==> config.mk <==
export PLATFORM = sky130hd
export DESIGN_NAME = cbExecUnit
export DESIGN_NICKNAME = d
export VERILOG_FILES = /design/src/cbPkg.sv /design/src/ctrlPkg.sv /design/src/cbStepSequencer.sv /design/src/cbOpDecoder.sv /design/src/idxCbDecoder.sv /design/src/bitOpDecoder.sv /design/src/cbDecodeMerge.sv /design/src/bitAlu.sv /design/src/cbRegFile.sv /design/src/cbExecUnit.sv
export SDC_FILE = /design/constraint.sdc
export NUM_CORES = 1
export LEC_CHECK = 0
export ABC_AREA = 1
export BUFFER_PORTS_ARGS = -buffer_cell sky130_fd_sc_hd__buf_2
export CORE_MARGIN = 5
export CORE_UTILIZATION = 60
export DETAILED_ROUTE_END_ITERATION = 10
export MAX_ROUTING_LAYER = met4
export PLACE_DENSITY = 0.86
export SYNTH_ARGS = -nofsm -noshare
export SYNTH_HDL_FRONTEND = slang
export SYNTH_HIERARCHICAL = 1
export SYNTH_SLANG_ARGS = --single-unit
==> constraint.sdc <==
create_clock -name clk -period 8.92 [get_ports clk]
set_clock_uncertainty 0.05 [all_clocks]
set_input_delay 0.892 -clock clk [delete_from_list [all_inputs] [get_ports clk]]
set_output_delay 0.892 -clock clk [all_outputs]
set_load 0.01 [all_outputs]
==> src/cbPkg.sv <==
// Types, register indices, ALU operations and flag layout of the CB instruction group.
package cbPkg;

    typedef logic [7:0]  byteT;
    typedef logic [15:0] addrT;
    typedef logic [2:0]  regSelT;
    typedef logic [7:0]  flagsT;

    // Register order of the r field.
    localparam regSelT REG_B   = 3'd0;
    localparam regSelT REG_C   = 3'd1;
    localparam regSelT REG_D   = 3'd2;
    localparam regSelT REG_E   = 3'd3;
    localparam regSelT REG_H   = 3'd4;
    localparam regSelT REG_L   = 3'd5;
    localparam regSelT REG_MEM = 3'd6;
    localparam regSelT REG_A   = 3'd7;

    typedef enum logic [3:0] {
        NOP, RLC, RRC, RL, RR, SLA, SRA, SRL, BIT, RES, SET
    } aluOpT;

    localparam int FLAG_S  = 7;
    localparam int FLAG_Z  = 6;
    localparam int FLAG_H  = 4;
    localparam int FLAG_PV = 2;
    localparam int FLAG_N  = 1;
    localparam int FLAG_C  = 0;

    // Flags written by the shift group and by BIT.
    localparam flagsT FLAGS_SHIFT = 8'b1101_0111;
    localparam flagsT FLAGS_BIT   = 8'b1101_0110;

endpackage

==> src/ctrlPkg.sv <==
// Microstep numbering and state encoding for the CB step sequencer.
package ctrlPkg;

    typedef logic [1:0] stepT;

    // A register operand finishes in step 1 and a memory operand in step 2.
    localparam stepT PLAIN_LAST = 2'd1;
    localparam stepT IDX_LAST   = 2'd2;

    typedef enum logic [1:0] {
        IDLE,
        PLAIN,
        INDEXED
    } seqStateT;

endpackage

==> src/cbStepSequencer.sv <==
// Step counter that runs one plain or indexed CB instruction and pulses done.
module cbStepSequencer (
    input  logic          clk,
    input  logic          rstN,
    input  logic          start,
    input  logic          startIdx,
    input  logic          isRegOp,
    output ctrlPkg::stepT step,
    output logic          notEnablePlain,
    output logic          notEnableIdx,
    output logic          done
);

    ctrlPkg::seqStateT state;
    ctrlPkg::stepT     xpt;
    ctrlPkg::stepT     lastStep;

    assign lastStep = (state == ctrlPkg::PLAIN && isRegOp) ? ctrlPkg::PLAIN_LAST
                                                          : ctrlPkg::IDX_LAST;
    assign done           = (state != ctrlPkg::IDLE) && (xpt == lastStep);
    assign step           = xpt;
    assign notEnablePlain = (state != ctrlPkg::PLAIN);
    assign notEnableIdx   = (state != ctrlPkg::INDEXED);

    always_ff @(posedge clk or negedge rstN) begin
        if (!rstN) begin
            state <= ctrlPkg::IDLE;
            xpt   <= '0;
        end else if (state == ctrlPkg::IDLE) begin
            // A start while busy never reaches this branch.
            if (start) begin
                state <= startIdx ? ctrlPkg::INDEXED : ctrlPkg::PLAIN;
            end
            xpt <= '0;
        end else if (done) begin
            state <= ctrlPkg::IDLE;
            xpt   <= '0;
        end else begin
            xpt <= xpt + 2'd1;
        end
    end

endmodule

==> src/cbOpDecoder.sv <==
// Step decoder for plain CB instructions on a register or on memory at HL.
module cbOpDecoder (
    input  logic          notEnable,
    input  ctrlPkg::stepT step,
    input  cbPkg::byteT   opcode,
    output logic          enableBit,
    output logic          readDt,
    output logic          selAddrHl,
    output logic          writeReg,
    output logic          writeMemHl
);

    logic isMem;
    logic noWrite;

    assign isMem = (opcode[2:0] == cbPkg::REG_MEM);

    // BIT only tests, and the SLL row does nothing at all.
    assign noWrite = (opcode[7:6] == 2'b01) || (opcode[7:3] == 5'b00110);

    always_comb begin
        enableBit  = 1'b0;
        readDt     = 1'b0;
        selAddrHl  = 1'b0;
        writeReg   = 1'b0;
        writeMemHl = 1'b0;
        if (!notEnable) begin
            if (!isMem) begin
                if (step == 2'd0) begin
                    readDt = 1'b1;
                end else if (step == ctrlPkg::PLAIN_LAST) begin
                    enableBit = 1'b1;
                    writeReg  = !noWrite;
                end
            end else begin
                // HL stays on the bus for the whole instruction.
                selAddrHl = 1'b1;
                if (step == 2'd1) begin
                    readDt = 1'b1;
                end else if (step == ctrlPkg::IDX_LAST) begin
                    enableBit  = 1'b1;
                    writeMemHl = !noWrite;
                end
            end
        end
    end

endmodule

==> src/idxCbDecoder.sv <==
// Step decoder for DD CB and FD CB instructions on memory at IX or IY plus d.
module idxCbDecoder (
    input  logic          notEnable,
    input  logic          isY,
    input  ctrlPkg::stepT step,
    input  cbPkg::byteT   opcode,
    output logic          enableBit,
    output logic          addAlu,
    output logic          selIy,
    output logic          readDt,
    output logic          selAddrIdx,
    output logic          writeMemIdx
);

    logic noWrite;

    assign noWrite = (opcode[7:6] == 2'b01) || (opcode[7:3] == 5'b00110);
    assign selIy   = !notEnable && isY;

    always_comb begin
        enableBit   = 1'b0;
        addAlu      = 1'b0;
        readDt      = 1'b0;
        selAddrIdx  = 1'b0;
        writeMemIdx = 1'b0;
        if (!notEnable) begin
            case (step)
                2'd0: begin
                    addAlu = 1'b1;
                end
                2'd1: begin
                    selAddrIdx = 1'b1;
                    readDt     = 1'b1;
                end
                ctrlPkg::IDX_LAST: begin
                    selAddrIdx  = 1'b1;
                    enableBit   = 1'b1;
                    writeMemIdx = !noWrite;
                end
                default: begin
                    enableBit = 1'b0;
                end
            endcase
        end
    end

endmodule

==> src/bitOpDecoder.sv <==
// Maps the CB opcode byte to an ALU operation, bit index and flag write mask.
module bitOpDecoder (
    input  logic         enable,
    input  cbPkg::byteT  opcode,
    output cbPkg::aluOpT aluOp,
    output logic [2:0]   bitIdx,
    output cbPkg::flagsT flagMask
);

    // The y field doubles as the bit number for BIT, RES and SET.
    assign bitIdx = opcode[5:3];

    always_comb begin
        aluOp    = cbPkg::NOP;
        flagMask = '0;
        if (enable) begin
            case (opcode[7:6])
                2'b00: begin
                    case (opcode[5:3])
                        3'd0: aluOp = cbPkg::RLC;
                        3'd1: aluOp = cbPkg::RRC;
                        3'd2: aluOp = cbPkg::RL;
                        3'd3: aluOp = cbPkg::RR;
                        3'd4: aluOp = cbPkg::SLA;
                        3'd5: aluOp = cbPkg::SRA;
                        3'd7: aluOp = cbPkg::SRL;
                        default: aluOp = cbPkg::NOP;
                    endcase
                    if (opcode[5:3] != 3'd6) begin
                        flagMask = cbPkg::FLAGS_SHIFT;
                    end
                end
                2'b01: begin
                    aluOp    = cbPkg::BIT;
                    flagMask = cbPkg::FLAGS_BIT;
                end
                2'b10: aluOp = cbPkg::RES;
                default: aluOp = cbPkg::SET;
            endcase
        end
    end

endmodule

==> src/cbDecodeMerge.sv <==
// Combines the plain and indexed step decoders and drives the shared bit-op decoder.
module cbDecodeMerge (
    input  logic          notEnablePlain,
    input  logic          notEnableIdx,
    input  logic          isY,
    input  ctrlPkg::stepT step,
    input  cbPkg::byteT   opcode,
    output logic          readDt,
    output logic          selAddrHl,
    output logic          selAddrIdx,
    output logic          addAlu,
    output logic          selIy,
    output logic          writeReg,
    output logic          writeMem,
    output cbPkg::aluOpT  aluOp,
    output logic [2:0]    bitIdx,
    output cbPkg::flagsT  flagMask
);

    logic enableBitPlain;
    logic enableBitIdx;
    logic readDtPlain;
    logic readDtIdx;
    logic writeMemHl;
    logic writeMemIdx;

    cbOpDecoder u_plain (
        .notEnable  (notEnablePlain),
        .step       (step),
        .opcode     (opcode),
        .enableBit  (enableBitPlain),
        .readDt     (readDtPlain),
        .selAddrHl  (selAddrHl),
        .writeReg   (writeReg),
        .writeMemHl (writeMemHl)
    );

    idxCbDecoder u_idx (
        .notEnable   (notEnableIdx),
        .isY         (isY),
        .step        (step),
        .opcode      (opcode),
        .enableBit   (enableBitIdx),
        .addAlu      (addAlu),
        .selIy       (selIy),
        .readDt      (readDtIdx),
        .selAddrIdx  (selAddrIdx),
        .writeMemIdx (writeMemIdx)
    );

    // ############################
    // Shared strobes
    // ############################

    assign readDt   = readDtPlain | readDtIdx;
    assign writeMem = writeMemHl | writeMemIdx;

    bitOpDecoder u_bitOp (
        .enable   (enableBitPlain | enableBitIdx),
        .opcode   (opcode),
        .aluOp    (aluOp),
        .bitIdx   (bitIdx),
        .flagMask (flagMask)
    );

endmodule

==> src/bitAlu.sv <==
// Rotate, shift, BIT, RES and SET on the data latch with Z80 flag results.
module bitAlu (
    input  cbPkg::byteT  dt,
    input  cbPkg::aluOpT aluOp,
    input  logic [2:0]   bitIdx,
    input  cbPkg::flagsT flagsIn,
    output cbPkg::byteT  result,
    output cbPkg::flagsT flagsOut
);

    logic carry;
    logic tested;

    assign tested = dt[bitIdx];

    always_comb begin
        result   = dt;
        flagsOut = flagsIn;
        carry    = 1'b0;
        case (aluOp)
            cbPkg::RLC: {carry, result} = {dt[7], dt[6:0], dt[7]};
            cbPkg::RRC: {result, carry} = {dt[0], dt[7:1], dt[0]};
            cbPkg::RL:  {carry, result} = {dt, flagsIn[cbPkg::FLAG_C]};
            cbPkg::RR:  {result, carry} = {flagsIn[cbPkg::FLAG_C], dt};
            cbPkg::SLA: {carry, result} = {dt, 1'b0};
            cbPkg::SRA: {result, carry} = {dt[7], dt};
            cbPkg::SRL: {result, carry} = {1'b0, dt};
            cbPkg::RES: result[bitIdx] = 1'b0;
            cbPkg::SET: result[bitIdx] = 1'b1;
            default:    result = dt;
        endcase

        if (aluOp inside {cbPkg::RLC, cbPkg::RRC, cbPkg::RL, cbPkg::RR,
                          cbPkg::SLA, cbPkg::SRA, cbPkg::SRL}) begin
            flagsOut[cbPkg::FLAG_S]  = result[7];
            flagsOut[cbPkg::FLAG_Z]  = (result == '0);
            flagsOut[cbPkg::FLAG_H]  = 1'b0;
            flagsOut[cbPkg::FLAG_PV] = ~^result;
            flagsOut[cbPkg::FLAG_N]  = 1'b0;
            flagsOut[cbPkg::FLAG_C]  = carry;
        end else if (aluOp == cbPkg::BIT) begin
            // S only reflects the tested bit when that bit is the sign bit.
            flagsOut[cbPkg::FLAG_S]  = tested && (bitIdx == 3'd7);
            flagsOut[cbPkg::FLAG_Z]  = ~tested;
            flagsOut[cbPkg::FLAG_H]  = 1'b1;
            flagsOut[cbPkg::FLAG_PV] = ~tested;
            flagsOut[cbPkg::FLAG_N]  = 1'b0;
        end
    end

endmodule

==> src/cbRegFile.sv <==
// Register file with B to A, IX, IY, data latch, address latch and flags.
module cbRegFile (
    input  logic          clk,
    input  logic          rstN,
    input  logic          loadEn,
    input  cbPkg::regSelT loadSel,
    input  cbPkg::byteT   loadData,
    input  logic          ixLoad,
    input  logic          iyLoad,
    input  cbPkg::addrT   idxData,
    input  logic          readDt,
    input  cbPkg::regSelT regSel,
    input  cbPkg::byteT   memRdata,
    input  logic          addAlu,
    input  logic          selIy,
    input  cbPkg::byteT   disp,
    input  logic          selAddrHl,
    input  logic          writeReg,
    input  cbPkg::byteT   result,
    input  cbPkg::flagsT  flagMask,
    input  cbPkg::flagsT  flagsNew,
    output cbPkg::byteT   dt,
    output cbPkg::addrT   memAddr,
    output cbPkg::flagsT  flags
);

    // Entry REG_MEM has no register behind it and stays zero.
    cbPkg::byteT regs [8];
    cbPkg::addrT ix;
    cbPkg::addrT iy;
    cbPkg::addrT addrLatch;

    assign memAddr = selAddrHl ? {regs[cbPkg::REG_H], regs[cbPkg::REG_L]} : addrLatch;

    always_ff @(posedge clk or negedge rstN) begin
        if (!rstN) begin
            for (int i = 0; i < 8; i++) begin
                regs[i] <= '0;
            end
            ix        <= '0;
            iy        <= '0;
            dt        <= '0;
            addrLatch <= '0;
            flags     <= '0;
        end else begin
            if (loadEn && loadSel != cbPkg::REG_MEM) begin
                regs[loadSel] <= loadData;
            end
            if (ixLoad) begin
                ix <= idxData;
            end
            if (iyLoad) begin
                iy <= idxData;
            end
            if (readDt) begin
                dt <= (regSel == cbPkg::REG_MEM) ? memRdata : regs[regSel];
            end
            if (addAlu) begin
                addrLatch <= (selIy ? iy : ix) + {{8{disp[7]}}, disp};
            end
            if (writeReg) begin
                regs[regSel] <= result;
            end
            flags <= (flags & ~flagMask) | (flagsNew & flagMask);
        end
    end

endmodule

==> src/cbExecUnit.sv <==
// CB execution unit top level that wires the sequencer, decoders, ALU and register file.
module cbExecUnit (
    input  logic          clk,
    input  logic          rstN,
    input  logic          start,
    input  logic          startIdx,
    input  logic          isY,
    input  cbPkg::byteT   opcode,
    input  cbPkg::byteT   disp,
    input  logic          loadEn,
    input  cbPkg::regSelT loadSel,
    input  cbPkg::byteT   loadData,
    input  logic          ixLoad,
    input  logic          iyLoad,
    input  cbPkg::addrT   idxData,
    output cbPkg::addrT   memAddr,
    input  cbPkg::byteT   memRdata,
    output logic          memWe,
    output cbPkg::byteT   memWdata,
    output logic          regWe,
    output cbPkg::regSelT regSel,
    output cbPkg::byteT   regData,
    output cbPkg::flagsT  flags,
    output logic          done
);

    ctrlPkg::stepT step;
    logic          notEnablePlain;
    logic          notEnableIdx;
    logic          idle;
    logic          readDt;
    logic          selAddrHl;
    logic          selAddrIdx;
    logic          addAlu;
    logic          selIy;
    cbPkg::aluOpT  aluOp;
    logic [2:0]    bitIdx;
    cbPkg::flagsT  flagMask;
    cbPkg::flagsT  flagsNew;
    cbPkg::byteT   dt;
    cbPkg::byteT   result;

    assign idle = notEnablePlain & notEnableIdx;

    // Indexed operands always come from memory, whatever the r field says.
    assign regSel   = selAddrIdx ? cbPkg::REG_MEM : opcode[2:0];
    assign regData  = result;
    assign memWdata = result;

    cbStepSequencer u_seq (
        .clk            (clk),
        .rstN           (rstN),
        .start          (start),
        .startIdx       (startIdx),
        .isRegOp        (opcode[2:0] != cbPkg::REG_MEM),
        .step           (step),
        .notEnablePlain (notEnablePlain),
        .notEnableIdx   (notEnableIdx),
        .done           (done)
    );

    cbDecodeMerge u_dec (
        .notEnablePlain (notEnablePlain),
        .notEnableIdx   (notEnableIdx),
        .isY            (isY),
        .step           (step),
        .opcode         (opcode),
        .readDt         (readDt),
        .selAddrHl      (selAddrHl),
        .selAddrIdx     (selAddrIdx),
        .addAlu         (addAlu),
        .selIy          (selIy),
        .writeReg       (regWe),
        .writeMem       (memWe),
        .aluOp          (aluOp),
        .bitIdx         (bitIdx),
        .flagMask       (flagMask)
    );

    bitAlu u_alu (
        .dt       (dt),
        .aluOp    (aluOp),
        .bitIdx   (bitIdx),
        .flagsIn  (flags),
        .result   (result),
        .flagsOut (flagsNew)
    );

    cbRegFile u_regs (
        .clk       (clk),
        .rstN      (rstN),
        .loadEn    (loadEn & idle),
        .loadSel   (loadSel),
        .loadData  (loadData),
        .ixLoad    (ixLoad & idle),
        .iyLoad    (iyLoad & idle),
        .idxData   (idxData),
        .readDt    (readDt),
        .regSel    (regSel),
        .memRdata  (memRdata),
        .addAlu    (addAlu),
        .selIy     (selIy),
        .disp      (disp),
        .selAddrHl (selAddrHl),
        .writeReg  (regWe),
        .result    (result),
        .flagMask  (flagMask),
        .flagsNew  (flagsNew),
        .dt        (dt),
        .memAddr   (memAddr),
        .flags     (flags)
    );

endmodule

* After elaboration in Yosys (flattened, before gate mapping)
Cells that the tools add are included.
** Operators by class
- $add $sub $neg :: 2
- Multipliers :: 0
- Div/mod/pow operators :: 0
- Magnitude comparators :: 6
- Equal/unequal tests :: 31
- Shift-type cells :: 0
- Mux-type cells :: 66
- Bitwise operators :: 17
- Reductions and logical operators :: 24
** Operators with widths (number)
- bitwise mux 64 bit :: 2
- two-way mux 64 bit :: 2
- one-hot mux 8 bit (9 select lines) :: 1
- two-way mux 8 bit :: 7
- demux 8 bit (select 3 bit) :: 2
- two-way mux 16 bit :: 2
- two-way mux 1 bit :: 30
- bitwise AND 8 bit :: 3
- binary-select mux 8 bit (select 3 bit) :: 1
- two-way mux 2 bit :: 11
- one-hot mux 3 bit (7 select lines) :: 1
- adder 16 bit :: 1
- equality test 4 x 3 -> 1 bit, second input constant :: 4
- inverter 8 bit :: 2
- bitwise OR 8 bit :: 2
- one-hot mux 8 bit (2 select lines) :: 1
- equality test 3 bit, second input constant :: 5
- equality test 4 bit, second input constant :: 3
- one-hot mux 4 bit (3 select lines) :: 1
- != test 3 bit, second input constant :: 3
- equality test 4 x 2 -> 1 bit, second input constant :: 2
- greater-or-equal comparator 4 bit, second input constant :: 2
- logical AND 1 bit :: 8
- logical NOT 8 bit :: 1
- other kinds (33) :: 49
** Storage, ports and cells
- Register bits after elaboration :: 132
- Bits in latches :: 0
- Bits in writable memories :: 0
- ROM bits :: 0
- Bits of input ports :: 59
- Output and inout bits :: 46
- Word-level logic and storage cells :: 161
- Memories :: 0

* Depth between registers and ports, before layout
- Depth after elaboration :: 13
- Gate-level depth with buffers :: 26
- Depth with buffers taken out :: 26

* Hierarchy
The synthesis kept the hierarchy.
** By module, submodules not included
- cbRegFile :: instances 1, cells each 896, area an instance 6941.7 µm², seq. area each 3002.9 µm²
- bitAlu :: instances 1, cells each 173, area an instance 833.3 µm², seq. area each 0.0 µm²
- cbStepSequencer :: instances 1, cells each 26, area an instance 212.7 µm², seq. area each 100.1 µm²
- bitOpDecoder :: instances 1, cells each 39, area an instance 196.4 µm², seq. area each 0.0 µm²
- cbOpDecoder :: instances 1, cells each 27, area an instance 121.4 µm², seq. area each 0.0 µm²
- idxCbDecoder :: instances 1, cells each 22, area an instance 117.6 µm², seq. area each 0.0 µm²
- cbExecUnit :: instances 1, cells each 20, area an instance 111.4 µm², seq. area each 0.0 µm²
- cbDecodeMerge :: instances 1, cells each 9, area an instance 33.8 µm², seq. area each 0.0 µm²

* Least setup slack after synthesis
OpenSTA, ideal clock, no wires.
- Kind :: input port to output port
- Start point :: in opcode[1]
- End point :: out regData[0]
- Data arrival time :: 2.824 ns
- Data required time :: 7.978 ns
- Path slack :: 5.154 ns
- Cell stages on the path :: 17
- Path buffers :: 1
- Path through :: nand2_2 > nor2_4 > nand3b_1 > o21ai_0 > inv_1 > nand2_1 > nand2_1 > nor2_2 > inv_1 > a21oi_2 > inv_1 > nor2_2 > nand2_1 > o21ai_2 > a21oi_1 > a21oi_1 > buf_4
** On the way
- Longest elaborated chain between the ends :: 7
- Elaborated cells between the ends (all ways) :: 15
- Those cells by class :: eq/ne (10); mux (4); bitwise (1)
** Ends and longest elaborated chain
- from (decl) :: RTL line cbExecUnit.sv:8 : input cbPkg::byteT opcode,
- equality test 3 bit (*) :: RTL line cbOpDecoder.sv:16 : assign isMem = (opcode[2:0] == cbPkg::REG_MEM);
- two-way mux 1 bit (*) :: RTL line cbOpDecoder.sv:28 : if (!isMem) begin
- two-way mux 1 bit (*) :: RTL line cbOpDecoder.sv:27 : if (!notEnable) begin
- via u_dec.enableBitPlain :: RTL line cbDecodeMerge.sv:20 : logic enableBitPlain;
- bitwise OR 1 bit (*) :: RTL line cbDecodeMerge.sv:59 : .enable (enableBitPlain | enableBitIdx),
- two-way mux 4 bit (*) :: RTL line bitOpDecoder.sv:16 : if (enable) begin
- via aluOp[2] :: RTL line cbExecUnit.sv:36 : cbPkg::aluOpT aluOp;
- equality test 4 bit (tied with other cells) :: RTL line bitAlu.sv:20 : case (aluOp)
- one-hot mux 8 bit (9 select lines) (*) :: RTL line bitAlu.sv:20
- to (decl) :: RTL line cbExecUnit.sv:22 : output cbPkg::byteT regData,
The timed path passes the listed nets; every way through them passes the cells marked *.

* Worst setup path after layout
- Start point :: reg u_seq.state[1]
- End point :: out memWdata[0]
** On the way
- Longest elaborated chain between the ends :: 6
- Elaborated cells between the ends (all ways) :: 16
- Those cells by class :: eq/ne (11); mux (4); bitwise (1)
** Ends and longest elaborated chain
- from (decl) :: RTL line cbStepSequencer.sv:14 : ctrlPkg::seqStateT state;
- from (signal assigned) :: RTL line cbStepSequencer.sv:27 : state <= ctrlPkg::IDLE;
- from (signal assigned) :: RTL line cbStepSequencer.sv:32 : state <= startIdx ? ctrlPkg::INDEXED : ctrlPkg::PLAIN;
- from (signal assigned) :: RTL line cbStepSequencer.sv:36 : state <= ctrlPkg::IDLE;
- != test 2 bit (*) :: RTL line cbStepSequencer.sv:23 : assign notEnableIdx = (state != ctrlPkg::INDEXED);
- via notEnableIdx :: RTL line cbExecUnit.sv:29 : logic notEnableIdx;
- two-way mux 1 bit (*) :: RTL line idxCbDecoder.sv:26 : if (!notEnable) begin
- via u_dec.enableBitIdx :: RTL line cbDecodeMerge.sv:21 : logic enableBitIdx;
- bitwise OR 1 bit (*) :: RTL line cbDecodeMerge.sv:59
- two-way mux 4 bit (*) :: RTL line bitOpDecoder.sv:16
- via aluOp[2] :: RTL line cbExecUnit.sv:36
- equality test 4 bit (tied with other cells) :: RTL line bitAlu.sv:20
- one-hot mux 8 bit (9 select lines) (*) :: RTL line bitAlu.sv:20
- to (decl) :: RTL line cbExecUnit.sv:19 : output cbPkg::byteT memWdata,
Marked as above.

==> flow_summary_export.csv <==
group,metric,value,unit
outcome,outcome,"completed",
flow_run,maxCapViolCount,0,
drt,drt_first_iter_violations,1176,
cells_and_area,flow.area_growth_from_synthesis,12.3,%
grt,initial_antenna_violation_count,0,
floorplanning,initial_utilization,61.5,%
cells_and_area,antenna_cells,0,
timing,setup-violations-final,0,
pwr,total_power,3.37,mW
worst_setup_path,crit_path_start_kind,"flip-flop",
cells_and_area,num-fill-cells,1162,
timing,timing.setup.tns,0,ns
cells_and_area,nNetsFinal,1368,
worst_setup_path,timing.critical_path.fanout_max,8,
drt,drt-total-wl,24.2,mm
min_path,worst_hold_path_type,"flip-flop to flip-flop",
cells_and_area,storage_cell_area,0.00310,mm^2
grt,grt_start_max_net_pins,71,
floorplanning,fp.dieArea,0.0168,mm^2
grt,gr-usage-all-layers,30.5,%
pwr,vdd_drop_max,197,uV
pwr,powerDensity,350,mW/mm^2
floorplanning,fp.coreArea,0.0139,mm^2
min_path,timing.hold.worst_path_depth,2,
synthesis,ys.flop_type,"dfrtp_1",
worst_setup_path,worst-endpoint-required,7.98,ns
synthesis,count_of_flip_flops_with_a_built_in_enable_after_synthesis,0,
cells_and_area,multi_input_comb_area,0.00446,mm^2
worst_setup_path,worstSetupEndpointType,"output port",
pwr,leakage_power_total,4.99,nW
timing,final_critical_path_setup_slack,4.72,ns
drt,drtAntennaViolNets,0,
cells_and_area,mostFrequentLayoutCells,"376 x nand2_1, 157 x inv_1, 124 x dfrtp_1",
clocking,clock_sink_count,124,
clocking,worst_skew_pair.late_latency,0.42,ns
drt,drt-pass1-iter-count,6,
drt,drc,0,
drt,routed_length_per_placed_instance,16.4,um
timing,timing.final.crit_share,47.1,%
timing,timing_hold_violations_final,0,
grt,grt_overflow_total,0,
timing,max_slew_margin,35.6,%
timing,worstMarginPinSlew,0.963,ns
cells_and_area,final_layout_size_suffix_gt1_share,18.1,%
placed_design,globalplace.congestion,0.974,
drt,detailroute.via_count,8369,
synthesis,netlist_area,0.00857,mm^2
clocking,clock_tree.htree_level_count,4,
placed_design,port-buffer-count,104,
floorplanning,floorplan.die.width,130,um
floorplanning,io-pin-count,105,
worst_setup_path,data_arrival_time_at_the_worst_slack_endpoint,3.25,ns
floorplanning,die_outline_height,130,um
synthesis,synth.yosys.warnings,6,
worst_setup_path,r2r.worst_path.cells,23,
clocking,cts_max_path_buffers,2,
clocking,post_cts.resized_instances,0,
clocking,postCtsSetupBuffers,0,
placed_design,dp_hpwl,17.4,mm
placed_design,placement.setup.worst_slack,4.82,ns
timing,maxClockFrequency,238,MHz
cells_and_area,layout_commonest_cell,"nand2_1",
synthesis,synthDistinctLibCells,43,
clocking,clk_pin_slew_worst_paths,0.06,ns
worst_setup_path,criticalPathCategory,"flip-flop to output port",
synthesis,syn-instance-count,1212,
timing,grt_setup_unrepaired,"no",
grt,first_global_vias,7912,
clocking,tritoncts,"done",
cells_and_area,final_area,0.00962,mm^2
timing,timing.final.max_slew_violations,0,
synthesis,yosysSeqAreaShare,36.2,%
synthesis,asyncSetResetFlopFracSynth,100,%
clocking,cts_buffers,17,
drt,vias_per_cell,5.66,
synthesis,synth_seq_cells,124,
floorplanning,floorplan.rows,43,
placed_design,post_dp_cell_area,0.00899,mm^2
synthesis,synth.avg_cell_area,7.07,um^2
timing,min_period,4.20,ns
clocking,postCtsHoldBufs,0,
clocking,cts_root_buf,"clkbuf_16",
grt,grt_pass1_wl,39.0,mm
[synth_stat cells, types with 9 or more instances]
cell type | n | area, um^2
a21oi_1 | 56 | 280
buf_4 | 25 | 188
clkbuf_1 | 14 | 52.6
dfrtp_1 | 124 | 3100
ha_1 | 22 | 275
inv_1 | 157 | 589
inv_2 | 12 | 45.0
mux2_2 | 30 | 338
nand2_1 | 376 | 1410
nand2_2 | 13 | 81.3
nand3_1 | 62 | 310
nor2_1 | 48 | 180
o21ai_0 | 102 | 510
o21ai_1 | 57 | 285
o21ai_2 | 9 | 78.8
o22ai_1 | 16 | 100
[path summary, 6_finish.rpt]
kind,endpoint,from,slack [ns]
setup / recovery,memWdata[0],u_seq/state[1],4.72
hold / removal,u_regs/addrLatch[1],u_regs/addrLatch[1],0.44
setup reg to reg,flip-flop,u_seq/state[1],5.13
hold reg to reg,u_regs/addrLatch[1],u_regs/addrLatch[1],0.44
max in group asynchronous,u_regs/regs[31],rstN,6.95
min in group asynchronous,u_regs/iy[6],rstN,0.48
[critical path, cell delays in order (launching register included)]
cell,delay [ns]
dfrtp_1,0.38
inv_1,0.09
or2_1,0.30
or2_1,0.28
inv_1,0.06
inv_1,0.03
nand2_1,0.10
nand2_1,0.09
nor2_2,0.10
inv_1,0.06
a21oi_2,0.20
inv_1,0.12
nor2_2,0.17
nand2_1,0.08
o21ai_2,0.16
a21oi_1,0.17
a21oi_1,0.25
buf_2,0.17
[state kept, by name, indices dropped and copies added (netlist names), named ones only]
name and flops:
u_seq/step 2, u_regs/ix 16, u_regs/addrLatch 16, u_regs/dt 8, u_seq/state 2, u_regs/regs 56
u_regs/iy 16
[layer usage]
metal,vias to the layer above,track usage (%),wire [um]
li1,4035,-,-
met1,3774,37.5,9460
met2,473,48.1,11400
met3,87,6.60,2320
met4,0,14.2,1030
met5,-,-,0
[kinds of logic after synthesis]
group,count (synthesis),share of synthesized area [%]
simple gates,550,28.2
compound gates,254,15.9
buf+inv,226,11.8
flops,124,36.2
mux,30,3.94
fa+ha+maj,23,3.45
xor+xnor,4,0.409
other cells,1,0.0438
[stage by stage]
stage               hold WS [ns]  cells  util [%]
floorplan                  0.395   1213         -
global placement           0.410   1447      64.5
detailed placement         0.417   1447      64.5
CTS                        0.435   1479      69.0
global route               0.454   1479      69.0
finish                     0.435   1479      69.0
[report_power, final]
part	internal (mW)	leakage, nW	switching (mW)
Sequential	0.831	1.52	0.174
Clock	0.450	0.305	0.289
Combinational	0.589	3.17	1.04
[area by class of cell]
cell class / count / share of cell area, %
clock buffers: 17 / 4.42
clock inverters: 15 / 2.12
inverters: 170 / 6.63
multi-input cells: 863 / 46.3
flip-flops and latches: 124 / 32.3
well taps: 180 / 2.34
repair buffers: 110 / 5.90
Power figures use the tool's default switching activity.
